`src/aes_pkg.sv`:
```
/*
  AES-128 cipher definitions shared by the encryption datapath.
  Holds the block, key and round types, the round count, the S-box table
  and the round transformation functions used for one round per clock.
*/
package aes_pkg;

  typedef logic [127:0] block_t;
  typedef logic [127:0] key_t;
  typedef logic [3:0]   round_t;

  localparam round_t NUM_ROUNDS = 4'd10;

  // Forward S-box, entry 0 in the most significant byte
  localparam logic [0:255][7:0] SBOX = {
    128'h637c777bf26b6fc53001672bfed7ab76, 128'hca82c97dfa5947f0add4a2af9ca472c0,
    128'hb7fd9326363ff7cc34a5e5f171d83115, 128'h04c723c31896059a071280e2eb27b275,
    128'h09832c1a1b6e5aa0523bd6b329e32f84, 128'h53d100ed20fcb15b6acbbe394a4c58cf,
    128'hd0efaafb434d338545f9027f503c9fa8, 128'h51a3408f929d38f5bcb6da2110fff3d2,
    128'hcd0c13ec5f974417c4a77e3d645d1973, 128'h60814fdc222a908846eeb814de5e0bdb,
    128'he0323a0a4906245cc2d3ac629195e479, 128'he7c8376d8dd54ea96c56f4ea657aae08,
    128'hba78252e1ca6b4c6e8dd741f4bbd8b8a, 128'h703eb5664803f60e613557b986c11d9e,
    128'he1f8981169d98e949b1e87e9ce5528df, 128'h8ca1890dbfe6426841992d0fb054bb16
  };

  function automatic logic [7:0] xtime(input logic [7:0] b);
    return {b[6:0], 1'b0} ^ (b[7] ? 8'h1b : 8'h00);
  endfunction

  function automatic block_t sub_bytes(input block_t s);
    block_t o;
    for (int i = 0; i < 16; i++) begin
      o[8*i +: 8] = SBOX[s[8*i +: 8]];
    end
    return o;
  endfunction

  // Byte n of the state sits at bits 127-8n, column c holds bytes 4c..4c+3
  function automatic block_t shift_rows(input block_t s);
    block_t o;
    for (int c = 0; c < 4; c++) begin
      for (int r = 0; r < 4; r++) begin
        o[127 - 8*(4*c + r) -: 8] = s[127 - 8*(4*((c + r) % 4) + r) -: 8];
      end
    end
    return o;
  endfunction

  function automatic block_t mix_columns(input block_t s);
    block_t o;
    logic [7:0] a0, a1, a2, a3;
    for (int c = 0; c < 4; c++) begin
      {a0, a1, a2, a3} = s[127 - 32*c -: 32];
      o[127 - 32*c -: 32] = {xtime(a0) ^ xtime(a1) ^ a1 ^ a2 ^ a3,
                             a0 ^ xtime(a1) ^ xtime(a2) ^ a2 ^ a3,
                             a0 ^ a1 ^ xtime(a2) ^ xtime(a3) ^ a3,
                             xtime(a0) ^ a0 ^ a1 ^ a2 ^ xtime(a3)};
    end
    return o;
  endfunction

  function automatic logic [7:0] rcon(input round_t r);
    case (r)
      4'd1:    return 8'h01;
      4'd2:    return 8'h02;
      4'd3:    return 8'h04;
      4'd4:    return 8'h08;
      4'd5:    return 8'h10;
      4'd6:    return 8'h20;
      4'd7:    return 8'h40;
      4'd8:    return 8'h80;
      4'd9:    return 8'h1b;
      4'd10:   return 8'h36;
      default: return 8'h00;
    endcase
  endfunction

  // One key expansion step, word 0 of the key in the top 32 bits
  function automatic key_t key_step(input key_t k, input logic [7:0] rc);
    logic [31:0] rot, temp, n0, n1, n2, n3;
    rot  = {k[23:0], k[31:24]};
    temp = {SBOX[rot[31:24]] ^ rc, SBOX[rot[23:16]], SBOX[rot[15:8]], SBOX[rot[7:0]]};
    n0   = k[127:96] ^ temp;
    n1   = k[95:64] ^ n0;
    n2   = k[63:32] ^ n1;
    n3   = k[31:0] ^ n2;
    return {n0, n1, n2, n3};
  endfunction

endpackage

```
`src/aes_round_counter.sv`:
```
/*
  Round counter of the AES core.
  Counts rounds 1 to 10 after start and flags the final round.
*/
`timescale 1ns/1ns

module aes_round_counter
  import aes_pkg::*;
(
  input  logic   clk,
  input  logic   reset_n,
  input  logic   start,
  output round_t round,
  output logic   last_round
);

  logic stepped;

  always_ff @(posedge clk or negedge reset_n) begin
    if (!reset_n) begin
      round   <= '0;
      stepped <= 1'b0;
    end else begin
      stepped <= 1'b0;
      if (start) begin
        round   <= 4'd1;
        stepped <= 1'b1;
      end else if (round == NUM_ROUNDS) begin
        round <= '0;
      end else if (round != '0) begin
        round   <= round + 4'd1;
        stepped <= 1'b1;
      end
    end
  end

  assign last_round = (round == NUM_ROUNDS) & stepped;

endmodule

```
`config.mk`:
```
export PLATFORM = sky130hd
export DESIGN_NAME = aes_round_counter
export DESIGN_NICKNAME = d
export VERILOG_FILES = /design/src/aes_pkg.sv /design/src/aes_round_counter.sv
export SDC_FILE = /design/constraint.sdc
export NUM_CORES = 1
export LEC_CHECK = 0
export BUFFER_PORTS_ARGS = -buffer_cell sky130_fd_sc_hd__buf_2
export CORE_AREA = 3 3 40 42
export DETAILED_ROUTE_END_ITERATION = 7
export DIE_AREA = 0 0 43 45
export PLACE_DENSITY_LB_ADDON = 0.3
export SETUP_SLACK_MARGIN = 0.3
export SKIP_LAST_GASP = 1
export SYNTH_ARGS = -nofsm -noshare
export SYNTH_HDL_FRONTEND = slang
export SYNTH_SLANG_ARGS = --single-unit
```
`constraint.sdc`:
```
create_clock -name clk -period 1.9 [get_ports clk]
set_input_delay 0 -clock clk [delete_from_list [all_inputs] [get_ports clk]]
set_output_delay 0 -clock clk [all_outputs]
set_load 0.02 [all_outputs]
```
==> flow_summary.toml <==
[critical_path]
endpoint_kind = "output port"
critical_path.top_delay_family = "flip-flops"
start_kind = "flip-flop"
path_cells = "inv_1, ha_1, and4b_1, buf_2"
worst-path-buf-inv = 2
worstPathArrival_ns = 1.40
cp_max_fo = 6
cpPeakStageDelay_ns = 0.42
path_class = "flip-flop to output port"
cp_slowest_cell = "dfrtp_1"
crit_required_ns = 1.90

[cells_and_area]
n_antenna_cell = 0
postLayoutCellArea_um2 = 415
syn2layout_area_growth_pct = 24.3
final_layout_size_suffix_gt1_share_pct = 22.2
nets = 52

[drt]
drtIter0Drc = 4
vias = 285
highest_layer = "met3"
wirelength_um = 686
vias_per_cell = 4.75
wl_met3_um = 72
ant_nets = 0
post-route-drc-count = 0
wl_per_cell_um = 11.4
dr.pass1.iters = 4
dr_wl_met2_um = 297
wl_met1_um = 316

[clock_tree]
cts_setup_buffers = 0
cts_made_buffers = 3
cts_htree_levels = 1
cts_max_path_buffers = 2
cts_tree = "yes"
worstSkewPairLatency_ns = 0.25
cts_sinks = 5
clkTransAtPathRegs_ns = 0.05
ctsRootBufferMaster = "clkbuf_4"

[placed_design]
gp_congestion = 0.805
port_buffers = 7
placed_area_um2 = 369
detailed_place_hpwl_um = 492

[pwr]
clock_power_share_pct = 22.7
intPower_uw = 321
leakage_uw = 0.000194
p_seq_share_pct = 34.8
power_density_mw_per_mm2 = 1320
p_total_uw = 549
pwr-share-comb_pct = 42.5
netSwitchingPower_uw = 228
swShare_pct = 41.5
peakVddDrop_uv = 534

[global_route]
gr-total-overflow = 0
grt_pass1_wl_mm = 1.17
grt_max_degree = 13
antenna_found_initial = 0
grt_util_all_layers_pct = 8.79
grt_pass1_vias = 268

[sta]
finalSetupTns_ns = 0
rsz0062_at_grt = "false"
worst_pin_slew_ns = 0.318
skew_ns = 0.00491
hold_viol_final = 0
fmax_mhz = 713
finalCritPeriodShare_pct = 73.9
relSlewSlack_pct = 78.8
slew_violations = 0
min_period_ns = 1.40
setup_viol = 0

[logic_synthesis]
syn_area_um2 = 334
synth_seq_area_share_pct = 37.5
synthArstFlopShare_pct = 100
synth.largest_area_cell = "dfrtp_1"
synth_area_leaders = "dfrtp_1, ha_1, a21oi_1"
synth_edf_count = 0
synth.distinct_cells = 19
synth_ff_type = "dfrtp_1"
synth_top_area_share_pct = 37.5
synth_warnings = 0
synth_most_common_cell = "dfrtp_1"
syn-num-nets = 40
synth_area_per_cell_um2 = 9.83
synth_commonest_cells = "dfrtp_1, a21oi_1, ha_1, inv_1"
ys_ff_latch = 5
synthCells = 34

[die]
fp.dieH_um = 45
die_w_um = 43
pin_count = 8
initial_utilization_pct = 26.0
rows = 13
die-area_mm2 = 0.00194
core_area_mm2 = 0.00128

[hold_path]
hold_class = "input pin to async pin"

[status]
outcome = "finished, final reports clean"

[flow_run]
maxCapViolCount = 0
[stage by stage]
step | hold slack (ns) | cells | setup WS [ns] | util (%)
2_1_floorplan | -0.296 | 34 | 0.514 | -
3_3_place_gp | -0.177 | 54 | 0.530 | 28.7
3_5_place_dp | -0.176 | 54 | 0.556 | 28.7
4_1_cts | 0.0989 | 60 | 0.492 | 32.3
5_1_grt | 0.109 | 60 | 0.379 | 32.3
6_report | 0.0977 | 60 | 0.497 | 32.3
[layout make-up]
cell class	count	area, um^2
fill	133	870
multi-input combinational	24	179
sequential	5	125
timing repair buffer	9	55.1
clock buffer	4	26.3
tap	15	18.8
inverter	3	11.3
[per-layer routing]
layer	GRT usage, %	vias up
li1	-	142
met1	9.31	131
met2	12.9	12
met3	7.17	0
met4	3.61	0
met5	0	-
[registers in the layout, indices dropped and copies added (netlist names)]
register	cells
round	4
stepped	1
[final timing paths]
| kind | from | to | slack, ns | cells after the start |
|---|---|---|---|---|
| hold reg to reg | round[0] | round[3] | 0.64 | 2 |
| min in group clk | start | round[2] | 0.50 | 3 |
| setup / recovery | round[0] | last_round | 0.50 | 4 |
| hold / removal | reset_n | round[2] | 0.1 | 2 |
| max in group asynchronous | reset_n | round[0] | 1.66 | 2 |
| setup reg to reg | round[0] | round[3] | 0.54 | 4 |
[worst reg2reg max path, cell delays in order (launching register included)]
cell and delay [ns]:
dfrtp_1 0.42, inv_1 0.11, ha_1 0.27, or3b_1 0.36, a31oi_1 0.13
[power groups by stage]
stage               registers (uW)  clock network [uW]  logic (uW)
floorplan                      203                   0         166
global placement               194                   0         231
detailed placement             192                   0         230
CTS                            191                 130         234
global route                   200                 140         271
finish                         191                 124         233
[timing repair]
action / in CTS / in global routing
hold buffers: 2 / 0
gates resized for setup: 0 / 0
hold endpoints to repair: 8 / 0
[logic make-up after synthesis]
family / count (synthesis) / synth area share (%)
compound gates: 9 / 15.4
simple gates: 11 / 24.0
fa+ha+maj: 3 / 11.2
mux: 1 / 3.00
buf+inv: 5 / 8.99
flops: 5 / 37.5
[placed cells by master, fill, tap and decap left out, drive strengths merged]
master / synthesis / final
a31oi: 1 / 1
or3b: 1 / 1
o211ai: 2 / 2
o21ai: 2 / 2
clkbuf: 0 / 4
or3: 1 / 1
inv: 3 / 3
and4b: 1 / 1
nand2b: 1 / 1
and4bb: 1 / 1
dlygate4sd3: 0 / 2
buf: 2 / 7
nand3b: 1 / 1
a21oi: 4 / 4
dfrtp: 5 / 5
mux2i: 1 / 1
nor2: 2 / 2
nor2b: 2 / 2
ha: 3 / 3
nand4b: 1 / 1
Note: power is estimated with default switching activity, not from simulation.
