===== config.mk =====
export PLATFORM = sky130hd
export DESIGN_NAME = aes_ctrl_fsm
export DESIGN_NICKNAME = d
export VERILOG_FILES = /design/src/aes_ctrl_fsm.sv
export SDC_FILE = /design/constraint.sdc
export NUM_CORES = 1
export LEC_CHECK = 0
export ABC_CLOCK_PERIOD_IN_PS = 1100
export BUFFER_PORTS_ARGS = -buffer_cell sky130_fd_sc_hd__buf_4
export CORE_AREA = 5 5 42 44
export CTS_BUF_LIST = sky130_fd_sc_hd__clkbuf_4
export DETAILED_ROUTE_END_ITERATION = 10
export DIE_AREA = 0 0 47 49
export PLACE_DENSITY = 0.3
export SLEW_MARGIN = 20
export SYNTH_ARGS = -nofsm -noshare
export SYNTH_HDL_FRONTEND = slang
export SYNTH_SLANG_ARGS = --single-unit

===== constraint.sdc =====
create_clock -name clk -period 1.1 [get_ports clk]
set_input_delay 0.055 -clock clk [delete_from_list [all_inputs] [get_ports clk]]
set_output_delay 0.055 -clock clk [all_outputs]
set_load 0.005 [all_outputs]

===== src/aes_ctrl_fsm.sv =====
/*
  Control FSM of the AES peripheral.
  Starts the core when a block is buffered and moves the result into the
  output buffer once there is room for it.
*/
`timescale 1ns/1ns

module aes_ctrl_fsm (
  input  logic clk,
  input  logic reset_n,
  input  logic in_full,
  input  logic out_full,
  input  logic last_round,
  output logic start,
  output logic take_in,
  output logic load_out,
  output logic busy
);

  typedef enum logic [1:0] {
    st_idle,
    st_run,
    st_hold
  } state_t;

  state_t state, state_nxt;

  always_ff @(posedge clk or negedge reset_n) begin
    if (!reset_n) begin
      state <= st_idle;
    end else begin
      state <= state_nxt;
    end
  end

  always_comb begin
    state_nxt = state;
    start     = 1'b0;
    load_out  = 1'b0;
    case (state)
      st_idle: begin
        if (in_full) begin
          start     = 1'b1;
          state_nxt = st_run;
        end
      end
      st_run: begin
        if (last_round) begin
          state_nxt = st_hold;
        end
      end
      // Result is final, wait until the host has drained the last one
      st_hold: begin
        if (!out_full) begin
          load_out = 1'b1;
          if (in_full) begin
            start     = 1'b1;
            state_nxt = st_run;
          end else begin
            state_nxt = st_idle;
          end
        end
      end
      default: state_nxt = st_idle;
    endcase
  end

  // Input buffer is free again as soon as the core has taken the block
  assign take_in = start;
  assign busy    = (state != st_idle);

endmodule


==> run metrics, run 1 <==
drt total wl ~350 microns; Synth Net Count 18; DR vias 134; Reg2Reg Depth 3; peak supply drop around 0.00085 V; Post-route DRC 0; most flop-heavy register state; Avg Cell Area, Syn 9.82 sq um; pin count of the biggest net entering global routing 7; Synth area leaders dfrtp_1, o32ai_2, and2_4; DR WL/cell about 8.4 microns; CP Data Arrival Time 1.05 ns; H-Tree Depth 1; Synth top cells by count dfrtp_1, inv_1; GP Congestion just over 0.6; synth warn 0; reg2reg start state[1]; Post-Syn Instances 13; layout cells sized above 1 72.0%; WHS Path Cells 2; placed cells 36; mapped cell area 128 sq um; Root Driver clkbuf_4; Hold Path End state[0]; period utilization 100%; Worst slew margin 87.4%; vias per inst 3.27; Synth Flop Type dfrtp_1; PwrDens 2080 nW/um^2; io pins 9; clock buffer depth 2; Die Height 49 microns; final setup margin -0.00209 ns; initial antenna violation count 0; Synth area leader dfrtp_1; time the worst path needs with I/O delays and setup around 1.1 ns; reg-to-reg critical path endpoint state[0]; Fill cells between 150 and 200; RSZ-0062 raised after global routing true; Largest register FFs 2; later-pin clock latency in the skew report 0.22 ns; TritonCTS clock tree done; first-pass GRT wire length 565 microns; Worst Path Max Fanout 6; failing checks negative setup slack; dpl ws 0.0757 ns; Num Clock Sinks 2; DP HPWL 253 microns; status finished, violations left; Core ar. 1400 sq um; R2R setup slack between 0.1 and 0.15 ns; Cell variety after synth 11; Final nets 32; worst hold path type in -> reg; Final Hold Viols 0; Clock transition at path regs 0.03 ns; Synth top area share 39.2%; die span in x 47 microns; Worst Max-Slew Pin Slew 0.190 ns; Global Route Usage Sum under 10%; Syn-to-layout area delta 107%; CP Capture Type output port; # setup viols final 1; met2 WL about 140 microns; CP startpoint kind register; global route overflow 0; Final Total Pwr 549 uW; met1 WL 152 microns; EDFF count, synth 0; hold slack 0.0176 ns; maxcap violations 0; Setup crit start state[0]; fin cells between 40 and 50; top layer in use met3; number of global-route vias before repair 142; die area 2300 sq um; Setup TNS Final -0.00209 ns; CTS Buf Count 3; Lkg Pwr 0.000123 uW; critical path class reg -> out; Regs by FF count state: 2 flops; Peak Freq between 900 and 1000 MHz; Synth Register Bits 2; initial core utilization 9.11%; multi-input logic area 81.3 sq um; Hold Crit Start last_round; max-slew violations 0; worst path required time 1.04 ns; antenna cells 0; First DRT Iteration DRCs 2; number of port buffers 8; post-route antenna net violation count 0; clk_skew 0.00252 ns; row count 14; Register Area 51.3 sq um; Seq/Total Area, Yosys 39.2%; DRT Pass-1 Iters 2; FFs w/ async S/R, synth 100%; WL met3 48 microns
-- routing by layer --
layer | vias to the layer above | track usage [%]
met2 | 7 | 3.85
li1 | 69 | -
met1 | 58 | 4.21
met3 | 0 | 2.58
met5 | - | 0
met4 | 0 | 5.53
-- layout make-up --
type	instances	area share (%)
Clock buffer	3	8.53
Inverter	2	2.84
Multi-Input combinational cell	8	30.8
Sequential cell	2	19.4
Tap cell	16	7.58
Timing Repair Buffer	10	30.8
-- worst max path at each step --
stage | endpoint | slack [ns] | cells after the start
5_1_grt | take_in | -0.06 | 3
3_5_place_dp | start | 0.08 | 3
6_report | busy | -0.002 | 2
4_1_cts | start | -0.02 | 3
2_1_floorplan | take_in | 0.13 | 3
3_3_place_gp | start | 0.13 | 3
-- layout by cell type (no fill, tap or decap) --
| cell type | synthesis | routed |
|---|---|---|
| nand3b_1 | 1 | 1 |
| nor3_4 | 0 | 1 |
| o21ai_1 | 1 | 1 |
| dfrtp_1 | 2 | 1 |
| nor3b_2 | 0 | 1 |
| inv_1 | 2 | 2 |
| buf_4 | 1 | 8 |
| and2_4 | 1 | 1 |
| dfrtp_2 | 0 | 1 |
| nand2b_1 | 1 | 1 |
| o32ai_2 | 1 | 1 |
| buf_6 | 0 | 1 |
| or2_4 | 0 | 1 |
| clkbuf_4 | 0 | 3 |
| dlygate4sd3_1 | 0 | 1 |
-- stage by stage --
| stage | cell area, sq um | util [%] |
|---|---|---|
| 2_1_floorplan | 128 | - |
| 3_3_place_gp | 200 | 14.3 |
| 3_5_place_dp | 200 | 14.3 |
| 4_1_cts | 259 | 18.5 |
| 5_1_grt | 264 | 18.8 |
| 6_report | 264 | 18.8 |
-- kinds of logic after synthesis --
kind of cell | Yosys count | share of synthesized area, %
flops | 2 | 39.2
buf+inv | 3 | 11.8
compound gates | 2 | 16.7
simple gates | 6 | 32.4
-- power breakdown --
group / internal [uW] / leakage [uW] / switching [uW]
clock network: 120 / 0.0000138 / 40.4
logic: 162 / 0.0000847 / 73.9
registers: 104 / 0.0000242 / 48.6
total: 386 / 0.000123 / 163
-- what timing repair did --
| item | CTS | global route |
|---|---|---|
| hold buffers | 1 | 0 |
| setup buffers | 1 | 0 |
| gates cloned | 0 | 0 |
| endpoints found under the hold margin | 2 | 0 |
| pin swaps | 1 | 0 |
| endpoints found under the setup margin | 3 | 4 |
| resized for setup | 5 | 1 |
-- critical path, stage by stage, from the launching register on --
cell	delay [ns]
dfrtp_2	0.45
or2_4	0.26
buf_6	0.11
Note: power is estimated with default switching activity, not from simulation.
==> run 2: changes to the inputs <==
--- a/config.mk
+++ b/config.mk
@@ -5,6 +5,7 @@
 export SDC_FILE = /design/constraint.sdc
 export NUM_CORES = 1
 export LEC_CHECK = 0
+export ABC_AREA = 1
 export ABC_CLOCK_PERIOD_IN_PS = 1100
 export BUFFER_PORTS_ARGS = -buffer_cell sky130_fd_sc_hd__buf_4
 export CORE_AREA = 5 5 42 44
==> run 2 against run 1 <==
Net effect: the run now ends clean; critical path depth increased by 2; clock power about the same; flip-flop and latch count unchanged; hold slack improved by 0.069 ns; cell area decreased by 11%; die area unchanged; synthesized area decreased by 3.9%; maximum frequency increased by 8.9%; via count increased by 5.2%; critical endpoint is now start; critical path type unchanged; combinational power decreased by 13%; final cell count increased by 7.3%.
==> run metrics, run 2 <==
status finished, final reports clean; Sequential Power Share 25.7%; GP Congestion 0.587; initial core utilization a little under 9%; antenna cells 0; Synth Flop Type dfrtp_1; row count 14; drt total wl 356 microns; Switch Pwr 160 uW; io pins 9; Final Hold Viols 0; Synth Net Count 21; first-pass GRT wire length approximately 600 microns; clk_skew 0.00295 ns; Reg2Reg Depth 3; Regs by FF count state: 2 flops; Post-route DRC 0; clock network power share 32.8%; Cell variety after synth 8; maxcap violations 0; worst hold path type in -> reg; Final Total Pwr 491 uW; CTS Buf Count 3; Largest register FFs 2; period utilization 92.0%; critical path class reg -> out; vias per inst 3.20; later-pin clock latency in the skew report 0.22 ns; DR vias roughly 140; peak supply drop 0.000506 V; Final nets 35; commonest non-fill, non-tap cell in the layout buf_4; Synth Register Bits 2; Synth top area share about two fifths; die span in x between 40 and 50 microns; top-count cell post-synth nand2_1; Core ar. roughly 1400 sq um; RSZ-0062 raised after global routing false; CP Capture Type output port; most frequent cells in the layout buf_4, nand2_1, nand3_1, clkbuf_4; post-route antenna net violation count 0; DP HPWL 288 microns; mapped cell area 123 sq um; switching share of total power 32.6%; number of global-route vias before repair 169; Peak Freq between 900 and 1000 MHz; Lkg Pwr around 0.00013 uW; Synth area leaders dfrtp_1, nand3_1, nand2_1; Seq/Total Area, Yosys 40.8%; Synth top cells by count nand2_1, inv_1, nand3_1; pin count of the biggest net entering global routing 5; most flop-heavy register state; worst path required time 1.04 ns; H-Tree Depth 1; Synth area leader dfrtp_1; FFs w/ async S/R, synth 100%; DR WL/cell 8.09 microns; die area 2300 sq um; # setup viols final 0; synth warn 0; EDFF count, synth 0; First DRT Iteration DRCs 5; Clock transition at path regs 0.03 ns; Num Clock Sinks 2; CP Data Arrival Time 0.96 ns; Setup TNS Final 0 ns; TritonCTS clock tree done; Worst slew margin 90.5%; layout cells sized above 1 57.1%; number of port buffers 8; Avg Cell Area, Syn 7.66 sq um; internal power about 330 uW; PwrDens 2090 nW/um^2; CP startpoint kind register; Die Height just under 50 microns; Worst Path Max Fanout 3; Post-Syn Instances 16; Root Driver clkbuf_4; Logic pwr share 41.5%; Syn-to-layout area delta 91.8%; clock buffer depth 2; Worst Max-Slew Pin Slew 0.142 ns; WHS Path Cells 3; global route overflow 0; time the worst path needs with I/O delays and setup 1.01 ns; Global Route Usage Sum 4.15%; max-slew violations 0; initial antenna violation count 0; DRT Pass-1 Iters 2
==> run 2: through the flow <==
step	cells	utilization [%]	hold WS [ns]	instance area [sq um]	setup WS [ns]
finish	44	16.8	0.0865	235	0.0877
global placement	39	13.9	-0.161	195	0.313
global route	44	16.8	0.0946	235	0.0140
detailed placement	39	13.9	-0.161	195	0.282
CTS	43	16.3	0.0792	228	0.0385
floorplan	16	-	-0.241	123	0.322
==> run 2: cells by family (layout without fill, tap and decap cells) <==
family / after synthesis / in the layout / share of synthesized area [%]
AND/OR/NAND/NOR: 9 / 9 / 40.8
buffers and inverters: 5 / 17 / 18.4
flip-flops: 2 / 2 / 40.8
==> run 2: repair_timing <==
action,4_1_cts,5_1_grt
resized for setup,0,1
hold endpoints to repair,2,0
buffers inserted,0,1
setup endpoints to repair,0,2
hold buffers,1,0
==> run 2: layout make-up <==
class	count	area (sq um)
Tap cell	16	20.0
Fill cell	173	1170
Inverter	4	15.0
Timing Repair Buffer	10	77.6
Sequential cell	2	50.0
Multi-Input combinational cell	9	50.0
Clock buffer	3	22.5
==> run 2: final timing paths <==
path	start	end	slack, ns
setup / recovery	state[0]	start	0.09
hold / removal	out_full	state[1]	0.09
setup reg to reg	state[0]	state[0]	0.31
hold reg to reg	state[1]	state[1]	0.52
max in group asynchronous	reset_n	state[0]	0.87
min in group asynchronous	reset_n	state[1]	0.14
==> run 2: power groups by stage <==
stage / sequential [uW] / clock (uW) / combinational, uW
2_1_floorplan: 125 / 0 / 98.0
3_3_place_gp: 127 / 0 / 178
3_5_place_dp: 130 / 0 / 180
4_1_cts: 129 / 174 / 183
5_1_grt: 132 / 182 / 227
6_report: 126 / 161 / 204
==> run 2: per-layer routing <==
| layer | wire [microns] | GRT usage (%) |
|---|---|---|
| met1 | 140 | 3.74 |
| met5 | 0 | 0 |
| met2 | 129 | 3.85 |
| met4 | 7 | 6.91 |
| met3 | 79 | 3.69 |
==> run 2: worst max-delay path, cell delays in order, from the launching register on <==
cell and delay (ns):
dfrtp_1 0.40, inv_2 0.09, nand3_2 0.09, inv_2 0.06, buf_4 0.10
