[src/aes_pkg.sv]
/*
  AES-128 cipher definitions shared by the encryption datapath.
  Holds the block, key and round types, the round count, the S-box table
  and the round transformation functions used for one round per clock.
*/
package aes_pkg;

  typedef logic [127:0] block_t;
  typedef logic [127:0] key_t;
  typedef logic [3:0]   round_t;

  localparam round_t NUM_ROUNDS = 4'd10;

  // Forward S-box, entry 0 in the most significant byte
  localparam logic [0:255][7:0] SBOX = {
    128'h637c777bf26b6fc53001672bfed7ab76, 128'hca82c97dfa5947f0add4a2af9ca472c0,
    128'hb7fd9326363ff7cc34a5e5f171d83115, 128'h04c723c31896059a071280e2eb27b275,
    128'h09832c1a1b6e5aa0523bd6b329e32f84, 128'h53d100ed20fcb15b6acbbe394a4c58cf,
    128'hd0efaafb434d338545f9027f503c9fa8, 128'h51a3408f929d38f5bcb6da2110fff3d2,
    128'hcd0c13ec5f974417c4a77e3d645d1973, 128'h60814fdc222a908846eeb814de5e0bdb,
    128'he0323a0a4906245cc2d3ac629195e479, 128'he7c8376d8dd54ea96c56f4ea657aae08,
    128'hba78252e1ca6b4c6e8dd741f4bbd8b8a, 128'h703eb5664803f60e613557b986c11d9e,
    128'he1f8981169d98e949b1e87e9ce5528df, 128'h8ca1890dbfe6426841992d0fb054bb16
  };

  function automatic logic [7:0] xtime(input logic [7:0] b);
    return {b[6:0], 1'b0} ^ (b[7] ? 8'h1b : 8'h00);
  endfunction

  function automatic block_t sub_bytes(input block_t s);
    block_t o;
    for (int i = 0; i < 16; i++) begin
      o[8*i +: 8] = SBOX[s[8*i +: 8]];
    end
    return o;
  endfunction

  // Byte n of the state sits at bits 127-8n, column c holds bytes 4c..4c+3
  function automatic block_t shift_rows(input block_t s);
    block_t o;
    for (int c = 0; c < 4; c++) begin
      for (int r = 0; r < 4; r++) begin
        o[127 - 8*(4*c + r) -: 8] = s[127 - 8*(4*((c + r) % 4) + r) -: 8];
      end
    end
    return o;
  endfunction

  function automatic block_t mix_columns(input block_t s);
    block_t o;
    logic [7:0] a0, a1, a2, a3;
    for (int c = 0; c < 4; c++) begin
      {a0, a1, a2, a3} = s[127 - 32*c -: 32];
      o[127 - 32*c -: 32] = {xtime(a0) ^ xtime(a1) ^ a1 ^ a2 ^ a3,
                             a0 ^ xtime(a1) ^ xtime(a2) ^ a2 ^ a3,
                             a0 ^ a1 ^ xtime(a2) ^ xtime(a3) ^ a3,
                             xtime(a0) ^ a0 ^ a1 ^ a2 ^ xtime(a3)};
    end
    return o;
  endfunction

  function automatic logic [7:0] rcon(input round_t r);
    case (r)
      4'd1:    return 8'h01;
      4'd2:    return 8'h02;
      4'd3:    return 8'h04;
      4'd4:    return 8'h08;
      4'd5:    return 8'h10;
      4'd6:    return 8'h20;
      4'd7:    return 8'h40;
      4'd8:    return 8'h80;
      4'd9:    return 8'h1b;
      4'd10:   return 8'h36;
      default: return 8'h00;
    endcase
  endfunction

  // One key expansion step, word 0 of the key in the top 32 bits
  function automatic key_t key_step(input key_t k, input logic [7:0] rc);
    logic [31:0] rot, temp, n0, n1, n2, n3;
    rot  = {k[23:0], k[31:24]};
    temp = {SBOX[rot[31:24]] ^ rc, SBOX[rot[23:16]], SBOX[rot[15:8]], SBOX[rot[7:0]]};
    n0   = k[127:96] ^ temp;
    n1   = k[95:64] ^ n0;
    n2   = k[63:32] ^ n1;
    n3   = k[31:0] ^ n2;
    return {n0, n1, n2, n3};
  endfunction

endpackage

[src/aes_regs_pkg.sv]
/*
  Register map of the APB AES peripheral.
  Word offsets are the byte address divided by four.
*/
package aes_regs_pkg;

  typedef logic [4:0]  apb_addr_t;
  typedef logic [31:0] apb_data_t;

  // Key words, offset i fills key bits 32i+31 down to 32i
  localparam logic [2:0] KEY0_OFS   = 3'd0;
  localparam logic [2:0] KEY1_OFS   = 3'd1;
  localparam logic [2:0] KEY2_OFS   = 3'd2;
  localparam logic [2:0] KEY3_OFS   = 3'd3;
  localparam logic [2:0] STATUS_OFS = 3'd4;
  localparam logic [2:0] DIN_OFS    = 3'd5;
  localparam logic [2:0] DOUT_OFS   = 3'd6;

  // Status word bits
  localparam int STATUS_OUT_FULL_BIT = 0;
  localparam int STATUS_BUSY_BIT     = 1;

  localparam int WORDS_PER_BLOCK = 4;

endpackage

[src/aes_apb_regs.sv]
/*
  APB register bank of the AES peripheral.
  Holds the key, collects four data-in words into a block for the core and
  hands the ciphertext back one word per data-out read.
*/
`timescale 1ns/1ns

module aes_apb_regs
  import aes_pkg::*, aes_regs_pkg::*;
(
  input  logic      clk,
  input  logic      reset_n,
  input  logic      psel,
  input  logic      penable,
  input  logic      pwrite,
  input  apb_addr_t paddr,
  input  apb_data_t pwdata,
  input  logic      take_in,
  input  logic      load_out,
  input  logic      busy,
  input  block_t    block_out,
  output apb_data_t prdata,
  output logic      pready,
  output logic      pslverr,
  output logic      in_full,
  output logic      out_full,
  output block_t    block_in,
  output key_t      key
);

  logic [2:0] ofs;
  logic       aligned;
  logic       din_access;
  logic       dout_access;
  logic       wr_en;
  logic       rd_en;
  logic       bad_read;
  logic       bad_write;
  logic [1:0] in_cnt;
  logic [1:0] out_cnt;
  block_t     out_buf;

  assign ofs     = paddr[4:2];
  assign aligned = (paddr[1:0] == 2'b00);

  assign din_access  = psel & aligned & pwrite & (ofs == DIN_OFS);
  assign dout_access = psel & aligned & ~pwrite & (ofs == DOUT_OFS);

  // Stall only on a full input block or an empty output buffer
  assign pready = ~(din_access & in_full & ~take_in) & ~(dout_access & ~out_full);

  assign bad_read  = ~pwrite & (ofs != STATUS_OFS) & (ofs != DOUT_OFS);
  assign bad_write = pwrite & (ofs >= STATUS_OFS) & (ofs != DIN_OFS);
  assign pslverr   = psel & penable & (~aligned | bad_read | bad_write);

  // Completed transfers, misaligned ones change nothing
  assign wr_en = psel & penable & pready & aligned & pwrite;
  assign rd_en = psel & penable & pready & aligned & ~pwrite;

  always_comb begin
    prdata = '0;
    if (ofs == STATUS_OFS) begin
      prdata[STATUS_OUT_FULL_BIT] = out_full;
      prdata[STATUS_BUSY_BIT]     = busy;
    end else if (ofs == DOUT_OFS) begin
      prdata = out_buf[31:0];
    end
  end

  always_ff @(posedge clk or negedge reset_n) begin
    if (!reset_n) begin
      key <= '0;
    end else if (wr_en) begin
      case (ofs)
        KEY0_OFS: key[31:0]   <= pwdata;
        KEY1_OFS: key[63:32]  <= pwdata;
        KEY2_OFS: key[95:64]  <= pwdata;
        KEY3_OFS: key[127:96] <= pwdata;
        default:  key         <= key;
      endcase
    end
  end

  // First write ends up in bits 31:0 after four shifts
  always_ff @(posedge clk or negedge reset_n) begin
    if (!reset_n) begin
      block_in <= '0;
      in_cnt   <= 2'd0;
      in_full  <= 1'b0;
    end else begin
      if (take_in) begin
        in_full <= 1'b0;
      end
      if (wr_en && ofs == DIN_OFS) begin
        block_in <= {pwdata, block_in[127:32]};
        in_cnt   <= in_cnt + 2'd1;
        if (in_cnt == 2'(WORDS_PER_BLOCK - 1)) begin
          in_full <= 1'b1;
        end
      end
    end
  end

  // Output buffer, low word is read first
  always_ff @(posedge clk or negedge reset_n) begin
    if (!reset_n) begin
      out_buf  <= '0;
      out_cnt  <= 2'd0;
      out_full <= 1'b0;
    end else if (load_out) begin
      out_buf  <= block_out;
      out_cnt  <= 2'd0;
      out_full <= 1'b1;
    end else if (rd_en && ofs == DOUT_OFS) begin
      out_buf <= {32'd0, out_buf[127:32]};
      out_cnt <= out_cnt + 2'd1;
      if (out_cnt == 2'(WORDS_PER_BLOCK - 1)) begin
        out_full <= 1'b0;
      end
    end
  end

endmodule

[config.mk]
export PLATFORM = sky130hd
export DESIGN_NAME = aes_apb_regs
export DESIGN_NICKNAME = d
export VERILOG_FILES = /design/src/aes_pkg.sv /design/src/aes_regs_pkg.sv /design/src/aes_apb_regs.sv
export SDC_FILE = /design/constraint.sdc
export NUM_CORES = 1
export LEC_CHECK = 0
export ABC_AREA = 1
export BUFFER_PORTS_ARGS = -buffer_cell sky130_fd_sc_hd__buf_4
export CORE_ASPECT_RATIO = 0.9
export CORE_MARGIN = 4
export CORE_UTILIZATION = 35
export CTS_BUF_LIST = sky130_fd_sc_hd__clkbuf_2
export DETAILED_ROUTE_END_ITERATION = 8
export MAX_ROUTING_LAYER = met4
export PLACE_DENSITY = 0.54
export SLEW_MARGIN = 20
export SYNTH_ARGS = -nofsm -noshare
export SYNTH_HDL_FRONTEND = slang
export SYNTH_SLANG_ARGS = --single-unit
[constraint.sdc]
create_clock -name clk -period 3.1 [get_ports clk]
set_clock_uncertainty 0.15 [all_clocks]
set_input_delay 0.465 -clock clk [delete_from_list [all_inputs] [get_ports clk]]
set_output_delay 0.465 -clock clk [all_outputs]
set_load 0.1 [all_outputs]
==> impl_metrics.env <==
export IMPL_syn_to_final_growth_pct=55.15
export IMPL_rows=77
export IMPL_vdd_drop_max_mv=0.2745
export IMPL_vias=19300
export IMPL_hold_viol_final=0
export IMPL_port_buffer_count=464
export IMPL_p_seq_frac=0.441
export IMPL_p_sw_frac=0.3807
export IMPL_synth_flop_cell="dfrtp_1"
export IMPL_clockPowerShare=0.291
export IMPL_yosysMostFrequentCell="nand2_1"
export IMPL_status="finished, violations left"
export IMPL_place_congestion=0.8998
export IMPL_violations="negative setup slack"
export IMPL_yosysTopAreaCell="dfrtp_1"
export IMPL_htree_levels=3
export IMPL_power_density_nw_per_um2=480.3
export IMPL_ys_ff_latch=390
export IMPL_rsz0062_at_grt="no"
export IMPL_synth_edf_count=0
export IMPL_core_area_um2=49040
export IMPL_cts_setup_buffers=0
export IMPL_final_layout_size_suffix_gt1_frac=0.2244
export IMPL_root_buffer="clkbuf_2"
export IMPL_p_leak_uw=0.01471
export IMPL_synthArstFlopShare=1.000
export IMPL_pre_cts_slack_ps=443.9
export IMPL_fin_crit_sh=1.019
export IMPL_yosysSeqAreaShare=0.5639
export IMPL_synth_commonest_cells="1072 x nand2_1, 390 x dfrtp_1, 265 x nand4_1"
export IMPL_clockBufferDepth=3
export IMPL_slew_headroom=0.4566
export IMPL_pwr_share_comb=0.268
export IMPL_firstDrtPassIters=5
export IMPL_cp_max_fo=113
export IMPL_p_total_uw=12900
export IMPL_crit_path_end_kind="flip-flop"
export IMPL_drc_errors=0
export IMPL_grt_max_degree=255
export IMPL_synth_area_um2=17310
export IMPL_min_path_type="in -> reg"
export IMPL_yosysUniqueCellTypes=23
export IMPL_synth_area_leaders="dfrtp_1 56%, nand2_1 23%, nand4_1 9.6%"
export IMPL_synth_top_cell_area_share=0.5639
export IMPL_track_usage=0.2794
export IMPL_antenna_found_initial=5
export IMPL_cp_required_ps=4020
export IMPL_cts_tree="built"
export IMPL_setup_tns_final_ps=-80.24
export IMPL_vias_per_cell=5.178
export IMPL_dieArea_um2=53070
export IMPL_tightest_slew_ps=815.1
export IMPL_worst_slack_ps=-59.14
export IMPL_drtIter0Drc=1765
export IMPL_p_sw_uw=4910
export IMPL_maxClockFrequency_ghz=0.3165
export IMPL_totalWireLength_mm=74.35
export IMPL_synth_nets=2312
export IMPL_cts_buffers=105
export IMPL_ios=465
export IMPL_die_h_um=219.0
export IMPL_routedWlPerCell_um=19.95
export IMPL_critPathLaunchType="input port"
export IMPL_fin_util=0.5476
export IMPL_hpwlAfterDp_mm=43.20
export IMPL_avgSynthCellArea_um2=8.099
export IMPL_worstSetupPathType="in -> reg"
export IMPL_cts_num_sinks=390
export IMPL_path_clk_slew_ps=110
export IMPL_synth_cells=2137
export IMPL_power_internal_uw=7988
export IMPL_detail_route_antenna_nets=0
export IMPL_maxSlewViolCount=0
export IMPL_cp_arrival_ps=4080
export IMPL_grt_overflow=0
export IMPL_finalCriticalPeriod_ps=3159
export IMPL_clk_latency_ps=1140
export IMPL_grt_pass1_vias=19390
export IMPL_start_util=0.3529
export IMPL_yosysWarnings=0
export IMPL_cap_violations=0
export IMPL_grt_pass1_wl_mm=113.9
export IMPL_setup_viol=2
export IMPL_dieWidth_um=242.4
export IMPL_finalNetCount=3192
==> cell usage in the layout (no fill, tap or decap) <==
master | netlist | layout
nand2_1 | 1072 | 1072
buf_4 | 15 | 485
dlygate4sd3_1 | 0 | 441
dfrtp_1 | 390 | 390
nand4_1 | 265 | 265
clkbuf_2 | 0 | 161
nand3_1 | 133 | 133
inv_1 | 41 | 40
nor2_1 | 38 | 37
buf_12 | 0 | 17
clkinv_1 | 1 | 11
diode_2 | 0 | 7
inv_2 | 4 | 6
nor3_2 | 0 | 3
buf_16 | 0 | 3
nor2_4 | 1 | 2
ha_1 | 2 | 2
bufinv_16 | 0 | 2
nand3_2 | 2 | 1
o22ai_2 | 0 | 1
o21ai_1 | 1 | 1
nand2_2 | 2 | 1
a31oi_1 | 1 | 1
a21oi_2 | 0 | 1
inv_4 | 0 | 1
o21ai_0 | 1 | 1
o22ai_1 | 2 | 1
nor2_2 | 1 | 1
nand3_4 | 0 | 1
inv_6 | 0 | 1
nand2_4 | 0 | 1
clkinvlp_4 | 0 | 1
clkinv_2 | 0 | 1
clkbuf_8 | 0 | 1
buf_8 | 0 | 1
buf_6 | 0 | 1
==> power by group through the flow <==
stage               clock network, uW  registers [uW]  logic, uW
finish                           3750            5690       3460
global route                     4190            5720       3640
CTS                              3860            5680       3410
detailed placement                  0            5770       2960
global placement                    0            5760       2950
floorplan                           0            6990        742
==> worst max-delay path: stages <==
cell and delay, ps:
dlygate4sd3_1 570, buf_4 120, nand2_1 70, dlygate4sd3_1 600, nor2_4 200, inv_1 110
nor2_4 160, buf_16 330, nand4_1 150, dlygate4sd3_1 630, nand2_1 60, dlygate4sd3_1 550
==> state kept, by name, summed over array words and instances, names as in the netlist <==
register and count:
key 128, block_in 128, out_full 1, out_cnt 2
in_cnt 2, out_buf 128, in_full 1
==> stage by stage <==
step / std cells / hold slack (ps) / instance area [um2]
final: 3727 / 153.8 / 26850
after global routing: 3727 / -12.07 / 26850
after CTS: 3719 / 3.557 / 26800
after detailed placement: 3099 / 316.5 / 21430
after global placement: 3099 / 315.7 / 21430
after floorplan: 2137 / 19.41 / 17320
==> layout make-up <==
class / instances / area, um2
fillers: 4445 / 22190
well taps: 632 / 790.8
diodes: 7 / 17.52
clock buffers: 161 / 805.8
clock inverters: 17 / 121.4
repair buffers: 949 / 8518
inverters: 46 / 180.2
flip-flops and latches: 390 / 9759
multi-input cells: 1525 / 6659
==> per-layer routing <==
metal	wire length [um]	vias up	GRT usage
li1	-	8820	-
met1	31420	9294	0.3670
met2	33350	944	0.4100
met3	6001	240	0.06891
met4	3577	0	0.1296
met5	0	-	-
==> worst paths after layout <==
path | start | endpoint | slack, ps | cells after the start
setup / recovery | psel | key[55]$_DFFE_PN0P_ | -60 | 12
hold / removal | pwdata[31] | key[95]$_DFFE_PN0P_ | 150 | 4
setup reg to reg | out_full$_DFFE_PN0P_ | key[55]$_DFFE_PN0P_ | 250 | 11
hold reg to reg | key[121]$_DFFE_PN0P_ | key[121]$_DFFE_PN0P_ | 340 | 2
max in group asynchronous | reset_n | key[62]$_DFFE_PN0P_ | 1860 | 4
min in group asynchronous | reset_n | block_in[37]$_DFFE_PN0P_ | 490 | 4
==> kinds of logic after synthesis <==
logic type,Yosys count,synth area share
AO/OA/AOI/OAI,6,0.001951
adder cells (fa/ha/maj),2,0.001446
buffers and inverters,222,0.05393
flip-flops,390,0.5639
AND/OR/NAND/NOR,1517,0.3788
==> timing repair <==
item                       CTS  global route
resized for setup            0             2
hold endpoints to repair   777             0
hold buffers               442             0
setup endpoints to repair    0             3
No activity file was read; power rests on OpenSTA's default activity.
